### src/common/dsp_ctrl_pkg.sv
package dsp_ctrl_pkg;

    // number of vectors that make up one frame.
    localparam int FRAME_LEN = 4;

    localparam int VEC_CNT_W = $clog2(FRAME_LEN);
    localparam int FRAME_CNT_W = 16;

    typedef logic [VEC_CNT_W-1:0] vec_cnt_t;
    typedef logic [FRAME_CNT_W-1:0] frame_cnt_t;

    // counter value of the vector that closes a frame.
    localparam vec_cnt_t LAST_VEC = vec_cnt_t'(FRAME_LEN - 1);

    // idle means no vector of the current frame has been taken yet.
    typedef enum logic [0:0] {
        idle,
        in_frame
    } ctrl_state_t;

endpackage

### src/common/dsp_types_pkg.sv
package dsp_types_pkg;

    // lane count and per-lane widths of the datapath.
    localparam int LANES = 8;
    localparam int SAMPLE_W = 8;
    localparam int PROD_W = 2 * SAMPLE_W;

    // each tree stage adds one bit, so the tree sum grows by the stage count.
    localparam int TREE_DEPTH = $clog2(LANES);
    localparam int SUM_W = PROD_W + TREE_DEPTH;

    // the accumulator holds a whole frame of tree sums without overflow.
    localparam int ACC_W = SUM_W + $clog2(dsp_ctrl_pkg::FRAME_LEN);

    typedef logic signed [SAMPLE_W-1:0] sample_t;
    typedef logic signed [PROD_W-1:0] prod_t;

    // lane 0 sits in the least significant slice.
    typedef logic [LANES*SAMPLE_W-1:0] sample_vec_t;
    typedef logic [LANES*PROD_W-1:0] prod_vec_t;

    typedef logic signed [SUM_W-1:0] sum_t;
    typedef logic signed [ACC_W-1:0] acc_t;

endpackage

### src/common/dsp_streams.sv
`timescale 1ns/1ns

// lane products from the multiplier into the adder tree.
interface prod_if;
    dsp_types_pkg::prod_vec_t products;
    logic valid;
    logic first;
    logic last;

    modport source (output products, valid, first, last);
    modport sink (input products, valid, first, last);
endinterface

// reduced vector sums from the adder tree into the accumulator.
interface sum_if;
    dsp_types_pkg::sum_t sum;
    logic valid;
    logic first;
    logic last;

    modport source (output sum, valid, first, last);
    modport sink (input sum, valid, first, last);
endinterface

### src/adder_tree/add_pairs.sv
`timescale 1ns/1ns

module add_pairs #(
    parameter int DATA_W = 16,
    parameter int STAGE_N = 8
) (
    input  logic clk,
    input  logic [DATA_W*STAGE_N-1:0] din,
    output logic [(STAGE_N/2 + STAGE_N%2)*(DATA_W+1)-1:0] dout
);

    localparam int PAIRS = STAGE_N / 2;
    localparam int OUT_N = PAIRS + STAGE_N % 2;

    logic [DATA_W:0] lane_q [OUT_N];

    // lane 2i pairs with lane 2i+1, each operand extended by its own sign bit.
    for (genvar i = 0; i < PAIRS; i++) begin : g_pair
        logic [DATA_W-1:0] lo;
        logic [DATA_W-1:0] hi;

        assign lo = din[2*i*DATA_W +: DATA_W];
        assign hi = din[(2*i+1)*DATA_W +: DATA_W];

        always_ff @(posedge clk) begin
            lane_q[i] <= {lo[DATA_W-1], lo} + {hi[DATA_W-1], hi};
        end
    end

    // an unpaired top lane still takes one stage so all outputs stay aligned.
    if (STAGE_N % 2 == 1) begin : g_odd
        logic [DATA_W-1:0] rest;

        assign rest = din[(STAGE_N-1)*DATA_W +: DATA_W];

        always_ff @(posedge clk) begin
            lane_q[OUT_N-1] <= {rest[DATA_W-1], rest};
        end
    end

    always_comb begin
        for (int i = 0; i < OUT_N; i++) begin
            dout[i*(DATA_W+1) +: DATA_W+1] = lane_q[i];
        end
    end

endmodule

### src/adder_tree/adder_tree.sv
`timescale 1ns/1ns

module adder_tree #(
    parameter int DATA_W = 16,
    parameter int N = 8,
    parameter bit WRAP_IF = 1'b0
) (
    input  logic clk,
    input  logic reset,
    input  logic [DATA_W*N-1:0] din,
    input  logic in_valid,
    input  logic in_first,
    input  logic in_last,
    output logic [DATA_W+$clog2(N)-1:0] dout,
    output logic out_valid,
    output logic out_first,
    output logic out_last,
    prod_if.sink prod,
    sum_if.source sum
);

    localparam int DEPTH = $clog2(N);
    localparam int NEXT_N = N / 2 + N % 2;

    logic [DATA_W*N-1:0] din_sel;
    logic valid_sel;
    logic first_sel;
    logic last_sel;
    logic [NEXT_N*(DATA_W+1)-1:0] stage_out;
    logic valid_q;
    logic first_q;
    logic last_q;

    // the outermost level talks to the streams, the inner levels use plain ports.
    if (WRAP_IF) begin : g_wrap
        assign din_sel = prod.products;
        assign valid_sel = prod.valid;
        assign first_sel = prod.first;
        assign last_sel = prod.last;
        assign sum.sum = dout;
        assign sum.valid = out_valid;
        assign sum.first = out_first;
        assign sum.last = out_last;
    end else begin : g_plain
        assign din_sel = din;
        assign valid_sel = in_valid;
        assign first_sel = in_first;
        assign last_sel = in_last;
    end

    add_pairs #(
        .DATA_W(DATA_W),
        .STAGE_N(N)
    ) add_pairs_inst (
        .clk(clk),
        .din(din_sel),
        .dout(stage_out)
    );

    // one tag stage per level, so the tags see the same depth as the data.
    always_ff @(posedge clk) begin
        if (reset) begin
            valid_q <= 1'b0;
        end else begin
            valid_q <= valid_sel;
        end
    end

    always_ff @(posedge clk) begin
        first_q <= first_sel;
        last_q <= last_sel;
    end

    if (N == 2) begin : g_last
        assign dout = stage_out;
        assign out_valid = valid_q;
        assign out_first = first_q;
        assign out_last = last_q;
    end else begin : g_next
        adder_tree #(
            .DATA_W(DATA_W + 1),
            .N(NEXT_N),
            .WRAP_IF(1'b0)
        ) adder_tree_inst (
            .clk(clk),
            .reset(reset),
            .din(stage_out),
            .in_valid(valid_q),
            .in_first(first_q),
            .in_last(last_q),
            .dout(dout),
            .out_valid(out_valid),
            .out_first(out_first),
            .out_last(out_last),
            .prod(prod),
            .sum(sum)
        );
    end

    // the valid chain runs through every nested level below this one.
    a_tree_latency: assert property (
        @(posedge clk) disable iff (reset) out_valid |-> $past(valid_sel, DEPTH)
    );

endmodule

### src/hw/dot_control.sv
`timescale 1ns/1ns

module dot_control (
    input  logic clk,
    input  logic reset,
    input  logic in_valid,
    output logic tag_valid,
    output logic tag_first,
    output logic tag_last,
    input  logic result_valid,
    output dsp_ctrl_pkg::frame_cnt_t frame_count
);

    dsp_ctrl_pkg::ctrl_state_t state;
    dsp_ctrl_pkg::ctrl_state_t state_next;
    dsp_ctrl_pkg::vec_cnt_t vec_cnt;

    // tags are taken from the count of vectors already seen in this frame.
    assign tag_valid = in_valid;
    assign tag_first = (vec_cnt == '0);
    assign tag_last = (vec_cnt == dsp_ctrl_pkg::LAST_VEC);

    always_comb begin
        state_next = state;
        case (state)
            dsp_ctrl_pkg::idle: begin
                if (in_valid && !tag_last) begin
                    state_next = dsp_ctrl_pkg::in_frame;
                end
            end
            dsp_ctrl_pkg::in_frame: begin
                if (in_valid && tag_last) begin
                    state_next = dsp_ctrl_pkg::idle;
                end
            end
            default: state_next = dsp_ctrl_pkg::idle;
        endcase
    end

    always_ff @(posedge clk) begin
        if (reset) begin
            state <= dsp_ctrl_pkg::idle;
            vec_cnt <= '0;
        end else begin
            state <= state_next;
            if (in_valid) begin
                vec_cnt <= tag_last ? '0 : vec_cnt + 1'b1;
            end
        end
    end

    // frames are counted when their result leaves the accumulator.
    always_ff @(posedge clk) begin
        if (reset) begin
            frame_count <= '0;
        end else if (result_valid) begin
            frame_count <= frame_count + 1'b1;
        end
    end

    a_idle_count_zero: assert property (
        @(posedge clk) disable iff (reset) (state == dsp_ctrl_pkg::idle) |-> (vec_cnt == '0)
    );

endmodule

### src/hw/dot_engine_top.sv
`timescale 1ns/1ns

module dot_engine_top (
    input  logic clk,
    input  logic reset,
    input  logic in_valid,
    input  dsp_types_pkg::sample_vec_t in_a,
    input  dsp_types_pkg::sample_vec_t in_b,
    output dsp_types_pkg::acc_t result,
    output logic result_valid,
    output dsp_ctrl_pkg::frame_cnt_t frame_count
);

    logic tag_valid;
    logic tag_first;
    logic tag_last;

    prod_if prod_bus ();
    sum_if sum_bus ();

    dot_control dot_control_inst (
        .clk(clk),
        .reset(reset),
        .in_valid(in_valid),
        .tag_valid(tag_valid),
        .tag_first(tag_first),
        .tag_last(tag_last),
        .result_valid(result_valid),
        .frame_count(frame_count)
    );

    lane_multiplier lane_multiplier_inst (
        .clk(clk),
        .reset(reset),
        .in_a(in_a),
        .in_b(in_b),
        .tag_valid(tag_valid),
        .tag_first(tag_first),
        .tag_last(tag_last),
        .prod(prod_bus.source)
    );

    // the tree reads and writes the streams here, so its plain ports stay idle.
    adder_tree #(
        .DATA_W(dsp_types_pkg::PROD_W),
        .N(dsp_types_pkg::LANES),
        .WRAP_IF(1'b1)
    ) adder_tree_inst (
        .clk(clk),
        .reset(reset),
        .din('0),
        .in_valid(1'b0),
        .in_first(1'b0),
        .in_last(1'b0),
        .dout(),
        .out_valid(),
        .out_first(),
        .out_last(),
        .prod(prod_bus.sink),
        .sum(sum_bus.source)
    );

    frame_accumulator frame_accumulator_inst (
        .clk(clk),
        .reset(reset),
        .sum(sum_bus.sink),
        .result(result),
        .result_valid(result_valid)
    );

endmodule

### src/hw/frame_accumulator.sv
`timescale 1ns/1ns

module frame_accumulator (
    input  logic clk,
    input  logic reset,
    sum_if.sink sum,
    output dsp_types_pkg::acc_t result,
    output logic result_valid
);

    dsp_types_pkg::acc_t total;
    dsp_types_pkg::acc_t total_next;
    logic frame_open;

    // a first sum starts a new total, any other sum adds to it.
    always_comb begin
        if (sum.first) begin
            total_next = dsp_types_pkg::acc_t'(sum.sum);
        end else begin
            total_next = total + dsp_types_pkg::acc_t'(sum.sum);
        end
    end

    always_ff @(posedge clk) begin
        if (sum.valid) begin
            total <= total_next;
        end
        if (sum.valid && sum.last) begin
            result <= total_next;
        end
    end

    always_ff @(posedge clk) begin
        if (reset) begin
            result_valid <= 1'b0;
        end else begin
            result_valid <= sum.valid && sum.last;
        end
    end

    // high between the first and the last sum of a frame.
    always_ff @(posedge clk) begin
        if (reset) begin
            frame_open <= 1'b0;
        end else if (sum.valid) begin
            frame_open <= !sum.last;
        end
    end

    // the first tag comes from the control counter four stages upstream.
    a_no_nested_first: assert property (
        @(posedge clk) disable iff (reset) (sum.valid && sum.first) |-> !frame_open
    );

endmodule

### src/hw/lane_multiplier.sv
`timescale 1ns/1ns

module lane_multiplier (
    input  logic clk,
    input  logic reset,
    input  dsp_types_pkg::sample_vec_t in_a,
    input  dsp_types_pkg::sample_vec_t in_b,
    input  logic tag_valid,
    input  logic tag_first,
    input  logic tag_last,
    prod_if.source prod
);

    // both operands are widened as signed values, so the product keeps its sign.
    function automatic dsp_types_pkg::prod_t mul_lane(
        input dsp_types_pkg::sample_t a,
        input dsp_types_pkg::sample_t b
    );
        return dsp_types_pkg::prod_t'(a) * dsp_types_pkg::prod_t'(b);
    endfunction

    always_ff @(posedge clk) begin
        if (reset) begin
            prod.valid <= 1'b0;
        end else begin
            prod.valid <= tag_valid;
        end
    end

    // products and frame tags move together in a single register stage.
    always_ff @(posedge clk) begin
        for (int i = 0; i < dsp_types_pkg::LANES; i++) begin
            prod.products[i*dsp_types_pkg::PROD_W +: dsp_types_pkg::PROD_W] <= mul_lane(
                in_a[i*dsp_types_pkg::SAMPLE_W +: dsp_types_pkg::SAMPLE_W],
                in_b[i*dsp_types_pkg::SAMPLE_W +: dsp_types_pkg::SAMPLE_W]
            );
        end
        prod.first <= tag_first;
        prod.last <= tag_last;
    end

endmodule

### config.mk
export PLATFORM = sky130hd
export DESIGN_NAME = dot_engine_top
export DESIGN_NICKNAME = d
export VERILOG_FILES = /design/src/common/dsp_ctrl_pkg.sv /design/src/common/dsp_types_pkg.sv /design/src/common/dsp_streams.sv /design/src/adder_tree/add_pairs.sv /design/src/adder_tree/adder_tree.sv /design/src/hw/dot_control.sv /design/src/hw/dot_engine_top.sv /design/src/hw/frame_accumulator.sv /design/src/hw/lane_multiplier.sv
export SDC_FILE = /design/constraint.sdc
export NUM_CORES = 2
export LEC_CHECK = 0
export BUFFER_PORTS_ARGS = -buffer_cell sky130_fd_sc_hd__buf_2
export CAP_MARGIN = 20
export CORE_MARGIN = 5
export CORE_UTILIZATION = 50
export CTS_CLUSTER_SIZE = 24
export DETAILED_ROUTE_END_ITERATION = 7
export HOLD_SLACK_MARGIN = 0.12
export PLACE_DENSITY = 0.7
export SLEW_MARGIN = 20
export SYNTH_ARGS = -nofsm -noshare
export SYNTH_HDL_FRONTEND = slang
export SYNTH_SLANG_ARGS = --single-unit
### constraint.sdc
create_clock -name clk -period 4.9 [get_ports clk]
set_input_delay 0.245 -clock clk [delete_from_list [all_inputs] [get_ports clk]]
set_output_delay 0.245 -clock clk [all_outputs]
set_load 0.1 [all_outputs]
-- After elaboration in Yosys (flattened, before gate mapping)
Memories as Yosys holds them, arrays and structs flattened.
Index checks and enable logic that the tools add are counted.
- add/sub/neg operators: 10
- multiply operators: 8
- equality and inequality tests: 1
- multiplexer cells: 2
- reduce and logical (&&, ||, !) cells: 2
- operators by type and width (kind ; count):
    $mul A8 B8 Y16 ; 8
    $add A16 B16 Y17 ; 4
    $add A17 B17 Y18 ; 2
    $add A21 B19 Y21 ; 1
    $mux W21 ; 1
    $add A18 B18 Y19 ; 1
    $add A16 B1 Y16 const B ; 1
    $add A2 B1 Y2 const B ; 1
    $eq A2 B2 Y1 const B ; 1
    $logic_not A2 Y1 ; 1
    $mux W2 ; 1
    $logic_and A1 B1 Y1 ; 1
- register bits after elaboration: 201
- RAM bits: 123
- input bits: 131
- output and inout bits: 38
- logic and storage cells: 44
- memories: 3
- memories (name ; words ; bits a word ; rd ports ; clocked after Yosys merged registers in ; wr ports ; line ; RTL):
    adder_tree_inst.add_pairs_inst.lane_q ; 4 ; 17 ; 4 ; 0 ; 4 ; add_pairs.sv:15 ; logic [DATA_W:0] lane_q [OUT_N];
    adder_tree_inst.g_next.adder_tree_inst.add_pairs_inst.lane_q ; 2 ; 18 ; 2 ; 0 ; 2 ; add_pairs.sv:15 ;
    adder_tree_inst.g_next.adder_tree_inst.g_next.adder_tree_inst.add_pairs_inst.lane_q ; 1 ; 19 ; 1 ; 0 ; 1 ; add_pairs.sv:15 ;

-- Depth between registers and ports, before layout
An unclocked memory read counts as a cell.
- depth after elaboration: 3
- mapped depth: 17
- gate-level depth less buffers: 17

-- Worst setup path before layout
Ideal clock, no wire load.
- kind: input port to flip-flop
- start: input port in_a[47]
- end: register lane_multiplier_inst.prod.products[95]
- library setup time: 0.120 ns
- arrival: 4.092 ns
- data required time: 4.780 ns
- slack: 0.688 ns
- stages on the path: 15
- buffers on the path: 0
- path through: and2_1 fa_1 inv_1 fa_1 inv_1 fa_1 inv_1 fa_1 inv_1 ha_1 nand3_1 nor3_1 a2111oi_1 a21oi_1 xnor2_1
- cells in the longest elaborated chain, start to end: 1
- RTL lines (what ; line ; RTL):
    start: declaration ; dot_engine_top.sv:7 ; input dsp_types_pkg::sample_vec_t in_a,
    $mul A8 B8 Y16 ; lane_multiplier.sv:19 ; return dsp_types_pkg::prod_t'(a) * dsp_types_pkg::prod_t'(b);
    end signal: indexed assignment ; lane_multiplier.sv:33 ; prod.products[i*dsp_types_pkg::PROD_W +: dsp_types_pkg::PROD_W] <= mul_lane(
    end: declaration ; dsp_streams.sv:10 ; modport source (output products, valid, first, last);
No other way between the ends.
A chain may end at the register's enable or synchronous reset.

-- Worst setup path after layout
- start: input port in_b[40]
- end: register lane_multiplier_inst.prod.products[95]
- cells in the longest elaborated chain, start to end: 1
- RTL lines (what ; line ; RTL):
    start: declaration ; dot_engine_top.sv:8 ; input dsp_types_pkg::sample_vec_t in_b,
    $mul A8 B8 Y16 ; lane_multiplier.sv:19 ;
No other way between the ends.

==> results.ini <==
[power_and_ir_drop]
p_sw_mw=10.1
p_seq_share_pct=19.9
comb_power_share_pct=68.1
internal_power_mw=12.7
p_per_area_nw_per_um2=615
peakVddDrop_v=0.000279
clkPwrFrac_pct=12.0
switching_share_pct=44.1
leakage_nw=18.1

[die]
coreArea_um2=67000
row_count=95
start_util_pct=50.4
die_area_um2=72900
die_w_um=270
ios=169
die_y_um=270

[logic_synthesis]
synthTopCellsByArea=fa_1 (27%), dfxtp_1 (17%), ha_1 (14%), inv_1 (8.1%), and2_1 (6.6%)
ys_types=77
ys_seq_area_share_pct=20.4
ys_ff_latch=324
synth_flop_cell=dfxtp_1
syn_nets=4513
synth_top_cell_by_area=fa_1
netlist_top_cells_count=inv_1 (725), fa_1 (448), ha_1 (371)
netlist_area_um2=33800
yosys_warnings=0
yosysMostFrequentCell=inv_1
synth_cells=3563
netlist.area_leader.share_pct=26.5
synth_edf_count=42
synthArstFlopShare_pct=0
avgSynthCellArea_um2=9.48

[final_layout]
nets=4731
num_antenna_cells=0
area_growth_pct=9.82
drive_above_1_share_pct=6.80

[clocking]
cts-root-buf=clkbuf_16
clkSlewWorstSetupHoldPaths_ns=0.06
cts_sinks=324
cts_tree=built
cts_buffer_depth=3
cts_made_buffers=36
clock_latency_ns=0.54
ctsHtreeMaxLevel=2

[worst_setup_path]
arrival_ns=4.95
worstPathMaxFanout=8
reg2reg_slack_ns=1.95
crit_family=adder cells
reg2reg_depth=10
end_kind=register
criticalPathCategory=input pin to register
r2r_end=frame_accumulator_inst.result[14]
crit_slowest_cell=dlygate4sd3_1
crit_path_frequent_cell=inv_1
reg2reg_from=frame_accumulator_inst.total[0]
cp_num_buf_inv=6
crit_path_start_kind=input pin
crit_chain=dlygate4sd3_1, buf_2, and2_1, ha_1, inv_1, fa_1, inv_1, fa_1, inv_1, fa_1, inv_1, ha_1, o21a_1, nor2_1, nor3_1, a2111oi_1, a21oi_1, xnor2_1
cp-startpoint=in_b[40]
critPathRequiredTime_ns=5.32
slowest_delay_ns=0.56

[timing]
skew_ns=0.0201
final.setup.tns_ns=0
post-route-period-util_pct=92.5
max_slew_margin_pct=26.5
setup_violations=0
fin_crit_ns=4.53
grt_setup_unrepaired=false
hold_viol=0
fmax_mhz=221
drv_slew=0
tightest_slew_ns=1.10
whs_ns=0.161

[min_path]
hold_end=lane_multiplier_inst.prod.products[113]
hold-path-cell-count=3
min-delay-start=in_b[57]
hp-class=input pin to register

[routing]
drc=0
vias=23400
met3WireLength_um=1640
postRouteAntennaNets=0
wl_per_cell_um=13.6
drt-pass1-iter-count=5
drt_iter0_markers=974
top_layer_used=met4
met2_length_um=31700
wl_met1_um=29400
vias_per_cell=5.00
routed_wl_um=63600

[grt]
grt_max_degree=44
track_usage_pct=17.8
antenna_found_initial=0
grt-ovfl-total=0
grt_pass1_wl_um=112000
first_global_vias=24500

[place]
hpwl_um=53000
globalplace.congestion=0.842
io_buffer_count=168

[run]
drv_cap=0

[status]
status=completed

logic make-up (layout without fill, tap and decap cells):
family / after synthesis / count (layout) / synth area share [%]
AND/OR/NAND/NOR: 998 / 998 / 15.9
buffers and inverters: 733 / 978 / 8.14
AO/OA/AOI/OAI: 443 / 443 / 8.76
flip-flops: 324 / 324 / 20.4
XOR/XNOR: 227 / 227 / 5.88
adder cells (fa/ha/maj): 819 / 819 / 40.3
multiplexers: 19 / 19 / 0.600
metrics by stage:
stage | power, mW | instance area, um2 | setup WS, ns | cells | util (%)
finish | 22.8 | 37100 | 0.367 | 4681 | 55.3
global route | 25.5 | 37100 | 0.0581 | 4681 | 55.3
detailed placement | 20.2 | 35700 | 0.268 | 4597 | 53.2
floorplan | 17.0 | 33800 | 0.688 | 3563 | -
global placement | 20.0 | 35700 | 0.292 | 4597 | 53.2
CTS | 23.1 | 37100 | 0.328 | 4681 | 55.3
power groups by stage:
stage,logic (mW),registers (mW),clock network (mW)
after floorplan,12.6,4.32,0
after global placement,15.3,4.63,0
after detailed placement,15.6,4.62,0
after CTS,15.7,4.57,2.82
after global routing,17.9,4.64,2.94
final,15.5,4.54,2.74
state kept, by name, indices dropped and copies added, names as in the netlist, 2 cells and up, named ones only:
register and flops:
lane_multiplier_inst.prod.products 128, dot_control_inst.frame_count 16, frame_accumulator_inst.total 21, frame_accumulator_inst.result 21, adder_tree_inst.add_pairs_inst.lane_q 68, dot_control_inst.vec_cnt 2
adder_tree_inst.g_next.adder_tree_inst.add_pairs_inst.lane_q 36
layout make-up:
cell class | count | area (um2)
clock buffers | 49 | 1030
clock inverters | 16 | 186
fillers | 6074 | 29900
inverters | 725 | 2720
multi-input cells | 2506 | 24100
flip-flops and latches | 324 | 6910
well taps | 873 | 1090
repair buffers | 188 | 1040
layer usage:
metal	GRT usage, %	vias up
met4	3.28	0
met1	23.6	11300
met2	32.0	257
li1	-	11800
met3	2.02	70
met5	0	-
worst min-delay path, delay by kind of cell:
family / cells / cell delay, ns
fa+ha+maj: 1 / 0.12
buf+inv: 1 / 0.15
simple gates: 1 / 0.14
how the worst max path moves through the flow:
stage	to	slack, ns	cells past startpoint
2_1_floorplan	lane_multiplier_inst.prod.products[95]	0.69	15
3_3_place_gp	lane_multiplier_inst.prod.products[95]	0.29	16
3_5_place_dp	lane_multiplier_inst.prod.products[95]	0.27	16
4_1_cts	lane_multiplier_inst.prod.products[95]	0.33	18
5_1_grt	lane_multiplier_inst.prod.products[95]	0.06	18
6_report	lane_multiplier_inst.prod.products[95]	0.37	18
timing repair:
item                      in CTS  in global routing
hold endpoints to repair      27                  0
setup buffers                  0                  0
hold buffers                  19                  0
gates resized for setup        0                  0
cells in the final DEF (no fill, tap or decap), drive strengths merged, types with 50 or more instances in the layout:
| master | instances |
|---|---|
| ha | 371 |
| inv | 731 |
| a21oi | 120 |
| xnor2 | 177 |
| fa | 448 |
| dfxtp | 282 |
| xor2 | 50 |
| o21ai | 86 |
| and2 | 357 |
| buf | 169 |
| nor2 | 149 |
| nand2 | 193 |
| nor2b | 81 |
Power figures use the tool's default switching activity.
